File: src/rv_isa_pkg.sv
package rv_isa_pkg;

  localparam int XLEN = 32;

  // major opcodes kept by this core
  localparam logic [6:0] OP_LUI     = 7'b0110111;
  localparam logic [6:0] OP_REG_IMM = 7'b0010011;
  localparam logic [6:0] OP_REG_REG = 7'b0110011;
  localparam logic [6:0] OP_BRANCH  = 7'b1100011;
  localparam logic [6:0] OP_ENVIRON = 7'b1110011;

  // funct3 for the alu groups
  localparam logic [2:0] F3_ADD_SUB = 3'b000;
  localparam logic [2:0] F3_SLL     = 3'b001;
  localparam logic [2:0] F3_SLT     = 3'b010;
  localparam logic [2:0] F3_SLTU    = 3'b011;
  localparam logic [2:0] F3_XOR     = 3'b100;
  localparam logic [2:0] F3_SRL_SRA = 3'b101;
  localparam logic [2:0] F3_OR      = 3'b110;
  localparam logic [2:0] F3_AND     = 3'b111;

  // funct3 for branches
  localparam logic [2:0] F3_BEQ  = 3'b000;
  localparam logic [2:0] F3_BNE  = 3'b001;
  localparam logic [2:0] F3_BLT  = 3'b100;
  localparam logic [2:0] F3_BGE  = 3'b101;
  localparam logic [2:0] F3_BLTU = 3'b110;
  localparam logic [2:0] F3_BGEU = 3'b111;

  // selects sub and the arithmetic right shifts
  localparam logic [6:0] F7_ALT = 7'b0100000;

  localparam logic [3:0] ALU_ADD    = 4'd0;
  localparam logic [3:0] ALU_SUB    = 4'd1;
  localparam logic [3:0] ALU_SLL    = 4'd2;
  localparam logic [3:0] ALU_SLT    = 4'd3;
  localparam logic [3:0] ALU_SLTU   = 4'd4;
  localparam logic [3:0] ALU_XOR    = 4'd5;
  localparam logic [3:0] ALU_SRL    = 4'd6;
  localparam logic [3:0] ALU_SRA    = 4'd7;
  localparam logic [3:0] ALU_OR     = 4'd8;
  localparam logic [3:0] ALU_AND    = 4'd9;
  localparam logic [3:0] ALU_PASS_B = 4'd10;

  // one instruction word, four views of its fields
  typedef union packed {
    struct packed {
      logic [6:0] funct7;
      logic [4:0] rs2;
      logic [4:0] rs1;
      logic [2:0] funct3;
      logic [4:0] rd;
      logic [6:0] opcode;
    } r;
    struct packed {
      logic [11:0] imm_11_0;
      logic [4:0]  rs1;
      logic [2:0]  funct3;
      logic [4:0]  rd;
      logic [6:0]  opcode;
    } i;
    struct packed {
      logic       imm_12;
      logic [5:0] imm_10_5;
      logic [4:0] rs2;
      logic [4:0] rs1;
      logic [2:0] funct3;
      logic [3:0] imm_4_1;
      logic       imm_11;
      logic [6:0] opcode;
    } b;
    struct packed {
      logic [19:0] imm_31_12;
      logic [4:0]  rd;
      logic [6:0]  opcode;
    } u;
  } rv_insn_t;

endpackage

File: src/core_cfg_pkg.sv
package core_cfg_pkg;

  // architectural register file
  localparam int NUM_REGS   = 32;
  localparam int REG_ADDR_W = 5;

  // first fetch address after reset
  localparam logic [31:0] RESET_PC = 32'h0000_0000;

  // byte distance between sequential instructions
  localparam int unsigned PC_STEP = 4;

endpackage

File: src/core_ifs.sv
interface decode_if;
  import rv_isa_pkg::*;
  import core_cfg_pkg::*;

  logic [REG_ADDR_W-1:0] rs1;
  logic [REG_ADDR_W-1:0] rs2;
  logic [REG_ADDR_W-1:0] rd;
  logic                  rd_we;
  logic [3:0]            alu_op;
  logic                  use_imm;
  logic [XLEN-1:0]       imm;
  logic                  is_branch;
  logic [2:0]            br_funct3;
  logic                  is_ecall;
  logic                  is_illegal;

  modport src (
    output rs1, rs2, rd, rd_we, alu_op, use_imm, imm,
    output is_branch, br_funct3, is_ecall, is_illegal
  );
  modport alu_side (input alu_op, use_imm, imm, br_funct3);
  modport rf_side (input rs1, rs2, rd_we);
  modport pc_side (input rd, rd_we, imm, is_branch, is_ecall, is_illegal);
endinterface

interface wb_if;
  import rv_isa_pkg::*;
  import core_cfg_pkg::*;

  logic                  accept;
  logic [REG_ADDR_W-1:0] rd;
  logic                  rd_we;
  logic [XLEN-1:0]       data;

  modport source (output accept, rd, rd_we);
  modport sink (input accept, rd, rd_we, data);
endinterface

File: src/insn_decode.sv
module insn_decode (
  input rv_isa_pkg::rv_insn_t insn,
  decode_if.src               dec
);
  import rv_isa_pkg::*;

  logic [XLEN-1:0] imm_i;
  logic [XLEN-1:0] imm_b;
  logic [XLEN-1:0] imm_u;
  logic            f7_zero;
  logic            f7_alt;
  logic            we;
  logic            bad;

  // shared funct3 map of the two alu groups
  function automatic logic [3:0] f3_to_op(input logic [2:0] f3, input logic alt);
    case (f3)
      F3_ADD_SUB: return alt ? ALU_SUB : ALU_ADD;
      F3_SLL:     return ALU_SLL;
      F3_SLT:     return ALU_SLT;
      F3_SLTU:    return ALU_SLTU;
      F3_XOR:     return ALU_XOR;
      F3_SRL_SRA: return alt ? ALU_SRA : ALU_SRL;
      F3_OR:      return ALU_OR;
      default:    return ALU_AND;
    endcase
  endfunction

  assign imm_i = {{(XLEN-12){insn.i.imm_11_0[11]}}, insn.i.imm_11_0};
  assign imm_b = {{(XLEN-13){insn.b.imm_12}}, insn.b.imm_12, insn.b.imm_11,
                  insn.b.imm_10_5, insn.b.imm_4_1, 1'b0};
  assign imm_u = {insn.u.imm_31_12, 12'b0};

  assign f7_zero = insn.r.funct7 == 7'b0;
  assign f7_alt  = insn.r.funct7 == F7_ALT;

  always_comb begin
    dec.rs1       = insn.r.rs1;
    dec.rs2       = insn.r.rs2;
    dec.rd        = insn.r.rd;
    dec.alu_op    = ALU_ADD;
    dec.use_imm   = 1'b0;
    dec.imm       = '0;
    dec.is_branch = 1'b0;
    dec.br_funct3 = insn.b.funct3;
    dec.is_ecall  = 1'b0;
    we            = 1'b0;
    bad           = 1'b0;
    case (insn.r.opcode)
      OP_LUI: begin
        we          = 1'b1;
        dec.use_imm = 1'b1;
        dec.imm     = imm_u;
        dec.alu_op  = ALU_PASS_B;
      end
      OP_REG_IMM: begin
        we          = 1'b1;
        dec.use_imm = 1'b1;
        dec.imm     = imm_i;
        // upper imm bits are funct7 only for the shifts
        if (insn.i.funct3 == F3_SLL) begin
          bad = !f7_zero;
        end else if (insn.i.funct3 == F3_SRL_SRA) begin
          bad = !(f7_zero || f7_alt);
        end
        dec.alu_op = f3_to_op(insn.i.funct3, insn.i.funct3 == F3_SRL_SRA && f7_alt);
      end
      OP_REG_REG: begin
        we         = 1'b1;
        dec.alu_op = f3_to_op(insn.r.funct3, f7_alt);
        bad = !(f7_zero || (f7_alt && (insn.r.funct3 == F3_ADD_SUB ||
                                       insn.r.funct3 == F3_SRL_SRA)));
      end
      OP_BRANCH: begin
        dec.is_branch = 1'b1;
        dec.imm       = imm_b;
        // funct3 010 and 011 are unused
        bad = insn.b.funct3[2:1] == 2'b01;
      end
      OP_ENVIRON: begin
        if (insn.i.imm_11_0 == '0 && insn.i.rs1 == '0 && insn.i.funct3 == '0 &&
            insn.i.rd == '0) begin
          dec.is_ecall = 1'b1;
        end else begin
          bad = 1'b1;
        end
      end
      default: bad = 1'b1;
    endcase
  end

  // an illegal word never writes the register file
  assign dec.rd_we      = we && !bad;
  assign dec.is_illegal = bad;

endmodule

File: src/alu.sv
module alu (
  decode_if.alu_side                  dec,
  input  logic [rv_isa_pkg::XLEN-1:0] rs1_data,
  input  logic [rv_isa_pkg::XLEN-1:0] rs2_data,
  output logic [rv_isa_pkg::XLEN-1:0] wb_data,
  output logic                        branch_taken
);
  import rv_isa_pkg::*;

  logic [XLEN-1:0] op_b;
  logic [XLEN-1:0] add_b;
  logic [XLEN-1:0] sum;
  logic            is_sub;
  logic [4:0]      shamt;
  logic            eq;
  logic            lt;
  logic            ltu;

  assign op_b  = dec.use_imm ? dec.imm : rs2_data;
  assign shamt = op_b[4:0];

  // one adder for add and sub, two's complement via carry in
  assign is_sub = dec.alu_op == ALU_SUB;
  assign add_b  = is_sub ? ~op_b : op_b;
  assign sum    = rs1_data + add_b + XLEN'(is_sub);

  always_comb begin
    case (dec.alu_op)
      ALU_ADD, ALU_SUB: wb_data = sum;
      ALU_SLL:    wb_data = rs1_data << shamt;
      ALU_SLT:    wb_data = XLEN'($signed(rs1_data) < $signed(op_b));
      ALU_SLTU:   wb_data = XLEN'(rs1_data < op_b);
      ALU_XOR:    wb_data = rs1_data ^ op_b;
      ALU_SRL:    wb_data = rs1_data >> shamt;
      ALU_SRA:    wb_data = $unsigned($signed(rs1_data) >>> shamt);
      ALU_OR:     wb_data = rs1_data | op_b;
      ALU_AND:    wb_data = rs1_data & op_b;
      ALU_PASS_B: wb_data = op_b;
      default:    wb_data = '0;
    endcase
  end

  // branch compare always works on the two registers
  assign eq  = rs1_data == rs2_data;
  assign lt  = $signed(rs1_data) < $signed(rs2_data);
  assign ltu = rs1_data < rs2_data;

  always_comb begin
    case (dec.br_funct3)
      F3_BEQ:  branch_taken = eq;
      F3_BNE:  branch_taken = !eq;
      F3_BLT:  branch_taken = lt;
      F3_BGE:  branch_taken = !lt;
      F3_BLTU: branch_taken = ltu;
      F3_BGEU: branch_taken = !ltu;
      default: branch_taken = 1'b0;
    endcase
  end

endmodule

File: src/reg_file.sv
module reg_file (
  input  logic                              clk,
  input  logic                              rst,
  decode_if.rf_side                         dec,
  wb_if.sink                                wb,
  output logic [rv_isa_pkg::XLEN-1:0]       rs1_data,
  output logic [rv_isa_pkg::XLEN-1:0]       rs2_data,
  output logic                              retire_valid,
  output logic                              retire_rd_we,
  output logic [core_cfg_pkg::REG_ADDR_W-1:0] retire_rd,
  output logic [rv_isa_pkg::XLEN-1:0]       retire_data
);
  import rv_isa_pkg::*;
  import core_cfg_pkg::*;

  logic [XLEN-1:0] regs [NUM_REGS];

  assign rs1_data = regs[dec.rs1];
  assign rs2_data = regs[dec.rs2];

  // x0 is never written, so it stays at its reset value
  always_ff @(posedge clk) begin
    if (rst) begin
      for (int i = 0; i < NUM_REGS; i++) begin
        regs[i] <= '0;
      end
    end else if (wb.accept && dec.rd_we && wb.rd != '0) begin
      regs[wb.rd] <= wb.data;
    end
  end

  always_ff @(posedge clk) begin
    if (rst) begin
      retire_valid <= 1'b0;
    end else begin
      retire_valid <= wb.accept;
    end
  end

  // retire report, one cycle behind the accept
  always_ff @(posedge clk) begin
    if (wb.accept) begin
      retire_rd_we <= wb.rd_we;
      retire_rd    <= wb.rd;
      retire_data  <= wb.data;
    end
  end

  a_x0_zero: assert property (@(posedge clk) disable iff (rst)
    dec.rs1 == '0 |-> rs1_data == '0);

endmodule

File: src/pc_unit.sv
module pc_unit (
  input  logic                        clk,
  input  logic                        rst,
  input  logic                        insn_valid,
  output logic                        insn_ready,
  decode_if.pc_side                   dec,
  input  logic                        branch_taken,
  wb_if.source                        wb,
  output logic [rv_isa_pkg::XLEN-1:0] fetch_pc,
  output logic                        halt,
  output logic                        illegal
);
  import rv_isa_pkg::*;
  import core_cfg_pkg::*;

  logic [XLEN-1:0] pc;
  logic [XLEN-1:0] pc_incr;
  logic            running;
  logic            stop;

  assign insn_ready = running;
  assign wb.accept  = insn_valid && running;
  assign wb.rd      = dec.rd;
  assign wb.rd_we   = dec.rd_we;

  assign stop    = dec.is_ecall || dec.is_illegal;
  assign pc_incr = (dec.is_branch && branch_taken) ? dec.imm : XLEN'(PC_STEP);

  always_ff @(posedge clk) begin
    if (rst) begin
      pc      <= RESET_PC;
      running <= 1'b0;
      halt    <= 1'b0;
      illegal <= 1'b0;
    end else begin
      if (wb.accept) begin
        pc <= pc + pc_incr;
      end
      // stopped until the next reset
      if (wb.accept && stop) begin
        running <= 1'b0;
        halt    <= 1'b1;
        illegal <= dec.is_illegal;
      end else if (!halt) begin
        running <= 1'b1;
      end
    end
  end

  assign fetch_pc = pc;

  a_pc_aligned: assert property (@(posedge clk) disable iff (rst) fetch_pc[1:0] == 2'b00);

  a_no_ready_halted: assert property (@(posedge clk) disable iff (rst)
    !(insn_ready && halt));

endmodule

File: src/rv_core.sv
module rv_core (
  input  logic                                clk,
  input  logic                                rst,
  input  logic                                insn_valid,
  input  logic [rv_isa_pkg::XLEN-1:0]         insn,
  output logic                                insn_ready,
  output logic [rv_isa_pkg::XLEN-1:0]         fetch_pc,
  output logic                                retire_valid,
  output logic                                retire_rd_we,
  output logic [core_cfg_pkg::REG_ADDR_W-1:0] retire_rd,
  output logic [rv_isa_pkg::XLEN-1:0]         retire_data,
  output logic                                halt,
  output logic                                illegal
);
  import rv_isa_pkg::*;

  logic [XLEN-1:0] rs1_data;
  logic [XLEN-1:0] rs2_data;
  logic            branch_taken;

  decode_if dec ();
  wb_if     wb ();

  insn_decode u_decode (
    .insn (insn),
    .dec  (dec)
  );

  alu u_alu (
    .dec          (dec),
    .rs1_data     (rs1_data),
    .rs2_data     (rs2_data),
    .wb_data      (wb.data),
    .branch_taken (branch_taken)
  );

  reg_file u_regs (
    .clk          (clk),
    .rst          (rst),
    .dec          (dec),
    .wb           (wb),
    .rs1_data     (rs1_data),
    .rs2_data     (rs2_data),
    .retire_valid (retire_valid),
    .retire_rd_we (retire_rd_we),
    .retire_rd    (retire_rd),
    .retire_data  (retire_data)
  );

  pc_unit u_pc (
    .clk          (clk),
    .rst          (rst),
    .insn_valid   (insn_valid),
    .insn_ready   (insn_ready),
    .dec          (dec),
    .branch_taken (branch_taken),
    .wb           (wb),
    .fetch_pc     (fetch_pc),
    .halt         (halt),
    .illegal      (illegal)
  );

endmodule

File: config.mk
export PLATFORM = sky130hd
export DESIGN_NAME = rv_core
export DESIGN_NICKNAME = d
export VERILOG_FILES = /design/src/rv_isa_pkg.sv /design/src/core_cfg_pkg.sv /design/src/core_ifs.sv /design/src/insn_decode.sv /design/src/alu.sv /design/src/reg_file.sv /design/src/pc_unit.sv /design/src/rv_core.sv
export SDC_FILE = /design/constraint.sdc
export NUM_CORES = 2
export LEC_CHECK = 0
export BUFFER_PORTS_ARGS = -buffer_cell sky130_fd_sc_hd__buf_2
export CORE_MARGIN = 2
export CORE_UTILIZATION = 45
export DETAILED_ROUTE_END_ITERATION = 8
export PLACE_DENSITY = 0.69
export SYNTH_ARGS = -nofsm -noshare
export SYNTH_HDL_FRONTEND = slang
export SYNTH_SLANG_ARGS = --single-unit
File: constraint.sdc
create_clock -name clk -period 9.4 [get_ports clk]
set_input_delay 0.47 -clock clk [delete_from_list [all_inputs] [get_ports clk]]
set_output_delay 0.47 -clock clk [all_outputs]
set_load 0.01 [all_outputs]
---- Word level (Yosys, flattened, before mapping) ----
Memories as Yosys holds them, arrays and structs flattened.
Cells that the tools add are included.
storage, ports and cells
  bits in registers ....................... 74
  bits in latches ......................... 0
  RAM bits ................................ 1,024
  memory bits (read-only) ................. 0
  bits of input ports ..................... 35
  word-level logic and storage cells ...... 112
  memories kept ........................... 1
memory list
  name         depth  width  rd ports  clocked after memory_dff  write ports  line            text
  u_regs.regs  32     32     2         0                         32           reg_file.sv:16  logic [XLEN-1:0] regs [NUM_REGS];
operators by class
  add/subtract/negate cells ............... 3
  $mul .................................... 0
  divide/modulo/power cells ............... 0
  magnitude comparators ................... 4
  eq/ne operators ......................... 25
  shift operators ......................... 3
  muxes and demuxes ....................... 30
  bitwise gates (word level) .............. 4
  reductions and logical operators ........ 34
operators by type and width
  operator                                                          count
  32-bit one-hot mux with 10 select lines                           1
  32-bit < comparator                                               4
  32-bit 2-to-1 mux                                                 4
  32-bit one-hot mux with 3 select lines                            1
  32-bit adder                                                      2
  4-bit one-hot mux with 7 select lines                             2
  32-bit by 1-bit adder with 32-bit output                          1
  32-bit bitwise AND                                                1
  32-bit == test                                                    1
  32-bit NOT                                                        1
  32-bit OR                                                         1
  32-bit OR reduction                                               1
  32-bit by 5-bit << shifter with 32-bit output                     1
  32-bit by 5-bit right shift with 32-bit output                    1
  32-bit by 5-bit >>> shifter with 32-bit output                    1
  32-bit XOR                                                        1
  7-bit by 6-bit == test with 1-bit output (second input constant)  3
  1-bit 2-to-1 mux                                                  18
  4-bit by 3-bit == test with 1-bit output (second input constant)  4
  7-bit == test (second input constant)                             2
  3-bit == test (second input constant)                             4
  4-bit == test (second input constant)                             3
  12-bit logical NOT                                                1
  4-bit one-hot mux with 3 select lines                             1
  other kinds (19)                                                  43

---- Longest topological paths before layout ----
  word-level depth ........................ 15
  depth in mapped cells ................... 36
  gate-level depth less buffers ........... 29

---- Cells and area by module ----
Synthesis repeated with hierarchy kept, for this count alone.
second synthesis, totals
  cells, all modules ...................... 6,641
  area total of the unflattened synthesis .. 70,796.6 um2
by module, submodules not included
  module       instances  cells each  area an instance (um2)  seq. area each (um2)
  reg_file     1          4,649       56,773.2                31,910.6
  alu          1          1,432       9,937.0                 0.0
  pc_unit      1          447         3,263.1                 700.7
  insn_decode  1          113         823.3                   0.0

---- Worst setup path before layout ----
Ideal clock, no wire load.
  path kind ............................... in2reg
  from .................................... in insn[20] (netlist name)
  to ...................................... reg u_pc.pc[28] (netlist: u_pc.fetch_pc[28])
  arrival time ............................ 7,967 ps
  data required time ...................... 9,278 ps
  path slack .............................. 1,311 ps
  cell stages on the path ................. 34
  buffers on the path ..................... 7
  path through ............................ buf_2 > buf_4 > buf_4 > buf_2 > clkbuf_1 > buf_1 > mux4_2 > mux4_2 > mux2i_1 > ha_1 > nand2_1 > or3_1 > or4_1 > or3_1 > nor2_1 > o31a_1 > nor4_1 > xnor2_1 > nand2_1 > a21oi_1 > clkbuf_1 > o21ai_0 > fa_1 > nor2b_1 > o21a_1 > o21ai_0 > a21oi_1 > o21ai_0 > o211ai_1 > nand2_1 > o21ai_0 > a21o_1 > a21oi_1 > nand3b_1
on the way
  word-level cells in the longest chain between the ends .. 7
  elaborated cells on any way between the ends .. 12
  those cells by class .................... add/sub (1); order compare (2); eq/ne (1); mux (3); reduce/logical (4); memory (1)
ends and longest elaborated chain
  element                                            line                             text
  start: declaration                                 rv_core.sv:5                     input logic [rv_isa_pkg::XLEN-1:0] insn,
  memory read 32 x 32 bit                            -
  32-bit < comparator, or another cell as far along  alu.sv:46                        assign ltu = rs1_data < rs2_data;
  1-bit logical NOT, on equally long branches        alu.sv:55, alu.sv:51, alu.sv:53
  1-bit one-hot mux with 6 select lines              alu.sv:49                        case (dec.br_funct3)
  1-bit logical AND                                  pc_unit.sv:27                    assign pc_incr = (dec.is_branch && branch_taken) ? dec.imm : XLEN'(PC_STEP);
  32-bit 2-to-1 mux *                                pc_unit.sv:27
  32-bit adder *                                     pc_unit.sv:37                    pc <= pc + pc_incr;
  end signal: assignment                             pc_unit.sv:37
  end: declaration                                   pc_unit.sv:16                    logic [XLEN-1:0] pc;
Every way passes the cells marked *; elsewhere a longest branch is shown, timed or not.
A chain may end at the register's enable or synchronous reset.

---- Worst setup path after layout ----
  from .................................... in insn[20] (netlist name)
  to ...................................... reg u_pc.pc[30] (netlist: u_pc.fetch_pc[30])
The elaborated chain is that of the path after synthesis.

==> metrics.yaml <==
power:
  p_leak_nw: 28.77
  p_seq_share_pct: 39.4
  total_power_mw: 14.37
  clockPowerShare_pct: 32.4
  combPwrFrac_pct: 28.2
  p_sw_share_pct: 35.15
  vdd_drop_max_mv: 0.1729
  p_per_area_mw_per_mm2: 192.1
  p_sw_mw: 5.051
  p_int_mw: 9.320
clock_network:
  ctsLongestPathBuffers: 3
  cts_tree: "yes"
  cts_resized: 0
  numCtsBuffers: 111
  worst_skew_pair.late_latency_ns: 0.78
  ctsHoldBuffers: 0
  htree_levels: 3
  postCtsSetupRepairBufs: 0
  numClockSinks: 1098
  clockRootBuffer: "clkbuf_16"
  path_clk_slew_ns: 0.08
route:
  wl_met2_mm: 122.2
  top_layer: "met5"
  wl_met3_mm: 43.80
  wl_met1_mm: 92.83
  wl_per_cell_um: 36.46
  first_pass_iters: 7
  routed_via_density: 7.095
  drcViolationCount: 0
  drt-total-wl_mm: 285.3
  vias: 55530
  ant_nets: 0
  drtIter0Drc: 9749
grt:
  grt_pass1_wl_mm: 398.5
  grt_max_degree: 80
  antenna_found_initial: 9
  overflow: 0
  track_usage_pct: 36.51
  grt_pass1_vias: 53570
synthesis:
  yosysTopAreaCell: "edfxtp_1"
  netlist_area_mm2: 0.06795
  synth_cell_types: 109
  ys.flop_type: "edfxtp_1"
  synth_cells: 5747
  async_reset_ff_share_pct: 0
  synth.avg_cell_area_um2: 11.82
  synth_top_area_share_pct: 46.93
  synth_edf_count: 1062
  synth.most_common_cell: "nor2_1"
  yosys-top-cells-count: "nor2_1 (1093), edfxtp_1 (1062), mux2i_1 (424)"
  netlist_top_cells_area: "edfxtp_1 (47%), mux4_2 (14%), mux2i_1 (6.2%)"
  ys_ff_latch: 1098
  yosys_warnings: 0
  ys_seq_area_share_pct: 47.99
place:
  port_buffers: 108
  hpwl_mm: 177.2
  routabilityCongestion: 1.038
critical_path:
  cp-end-kind: "flip-flop"
  ff2ff_setup_slack_ns: 1.44
  rr_endpoint: "u_pc.fetch_pc[30]"
  reg2reg_depth: 29
  cp_num_buf_inv: 4
  crit_required_ns: 10.09
  crit_fanout: 75
  crit_family: "compound AO/OA/AOI/OAI gates"
  rr_startpoint: "u_regs.regs[3][25]"
  slowest_stage: "mux2i_1"
  crit_cells: 30
  crit_type: "input port to flip-flop"
  worst_setup_path_start_kind: "input port"
  slowest_delay_ns: 0.79
  cp_common_cell: "o21ai_0"
  crit_arrival_ns: 8.90
worst_hold_path:
  min_to: "u_regs.retire_rd[0]"
  hold_class: "input port to flip-flop"
  holdPathStages: 1
  holdCritStartpoint: "insn[7]"
floorplanning:
  dieArea_mm2: 0.1541
  row_count: 142
  die_h_um: 392.6
  num_io_pins: 109
  start_util_pct: 45.32
  die_width_um: 392.6
  core_area_mm2: 0.1500
sta:
  min_period_ns: 8.209
  rsz0062_at_grt: "false"
  setup_tns_ns: 0
  worst_slew_pin_slew_ns: 1.357
  setup_violations: 0
  fmaxAchievable_ghz: 0.1218
  skew_ns: 0.06560
  max_slew_margin_pct: 8.820
  final_max_slew_viol_count: 0
  finalCritPeriodShare_pct: 87.33
  finalHoldViolations: 0
layout:
  drive_above_1_share_pct: 19.78
  fin_nets: 5970
  syn_to_final_growth_pct: 10.07
  fill_cells: 13090
flow_run:
  drv_cap: 0
run_status:
  status: "finished clean"
-- registers in the layout, summed over array words and instances (netlist names) --
| signal | count |
|---|---|
| u_pc.illegal | 1 |
| u_regs.retire_data | 32 |
| u_regs.retire_rd_we | 1 |
| u_regs.retire_valid | 1 |
| u_regs.regs | 1024 |
| u_pc.fetch_pc | 32 |
| u_pc.insn_ready | 1 |
| u_pc.halt | 1 |
| u_regs.retire_rd | 5 |
-- per-layer routing --
metal  GRT usage [%]  vias up
li1                -    21720
met1           44.22    27060
met2           54.01     5308
met3           12.42     1431
met4           27.13       12
met5               0        -
-- placed cells by master (no fill, tap or decap), drive strengths merged, types with 122 or more instances in the layout --
cell type  synthesis  final
edfxtp          1062   1062
a21oi            264    264
a22oi            219    219
clkbuf           251    128
inv              138    144
buf              269    348
mux2i            425    425
mux4             422    422
nand2            283    283
nor2            1124   1124
o21ai            122    122
ha               213    213
-- logic make-up after synthesis --
logic type	share of synthesized area [%]
AOI/OAI and AO/OA	10.51
xor gates and xnor gates	0.9022
adders and majority gates	3.981
buffers and inverters	4.487
DFF	47.99
muxes	20.42
other	0.005518
and+or+nand+nor	11.70
-- stage by stage --
step	util [%]	setup slack, ns	area (um2)	hold WS (ns)	instances
after floorplan	-	1.311	68070	0.4920	5779
after global placement	47.40	0.6764	71080	0.4653	7623
after detailed placement	47.40	0.5941	71080	0.4801	7623
after CTS	49.88	1.356	74790	0.05969	7825
after global routing	49.88	0.7067	74790	0.08045	7825
final	49.88	1.191	74790	0.08028	7826
-- power groups by stage --
stage	clock [mW]	sequential [mW]	combinational (mW)
2_1_floorplan	0	5.73	2.45
5_1_grt	4.82	5.68	4.17
6_report	4.66	5.66	4.05
3_5_place_dp	0	5.76	3.86
4_1_cts	4.64	5.66	3.87
3_3_place_gp	0	5.75	3.84
-- area by class of cell --
type                    count  area [um2]  share of cell area (%)
clock buffers             128        2884                   3.856
clock inverters            74       828.3                   1.107
repair buffers            348        2524                   3.374
flip-flops and latches   1098       32610                   43.60
well taps                2016        2522                   3.372
multi-input cells        4022       32900                   43.98
diodes                      1       2.502                0.003346
inverters                 139       526.8                  0.7043
-- worst max-delay path by stage --
stage / start / end
5_1_grt: insn[20] / u_pc.fetch_pc[30]
3_3_place_gp: insn[20] / u_pc.fetch_pc[30]
2_1_floorplan: insn[20] / u_pc.fetch_pc[28]
6_report: insn[20] / u_pc.fetch_pc[30]
3_5_place_dp: insn[20] / u_pc.fetch_pc[30]
4_1_cts: insn[20] / u_pc.fetch_pc[30]
Power figures use the tool's default switching activity.
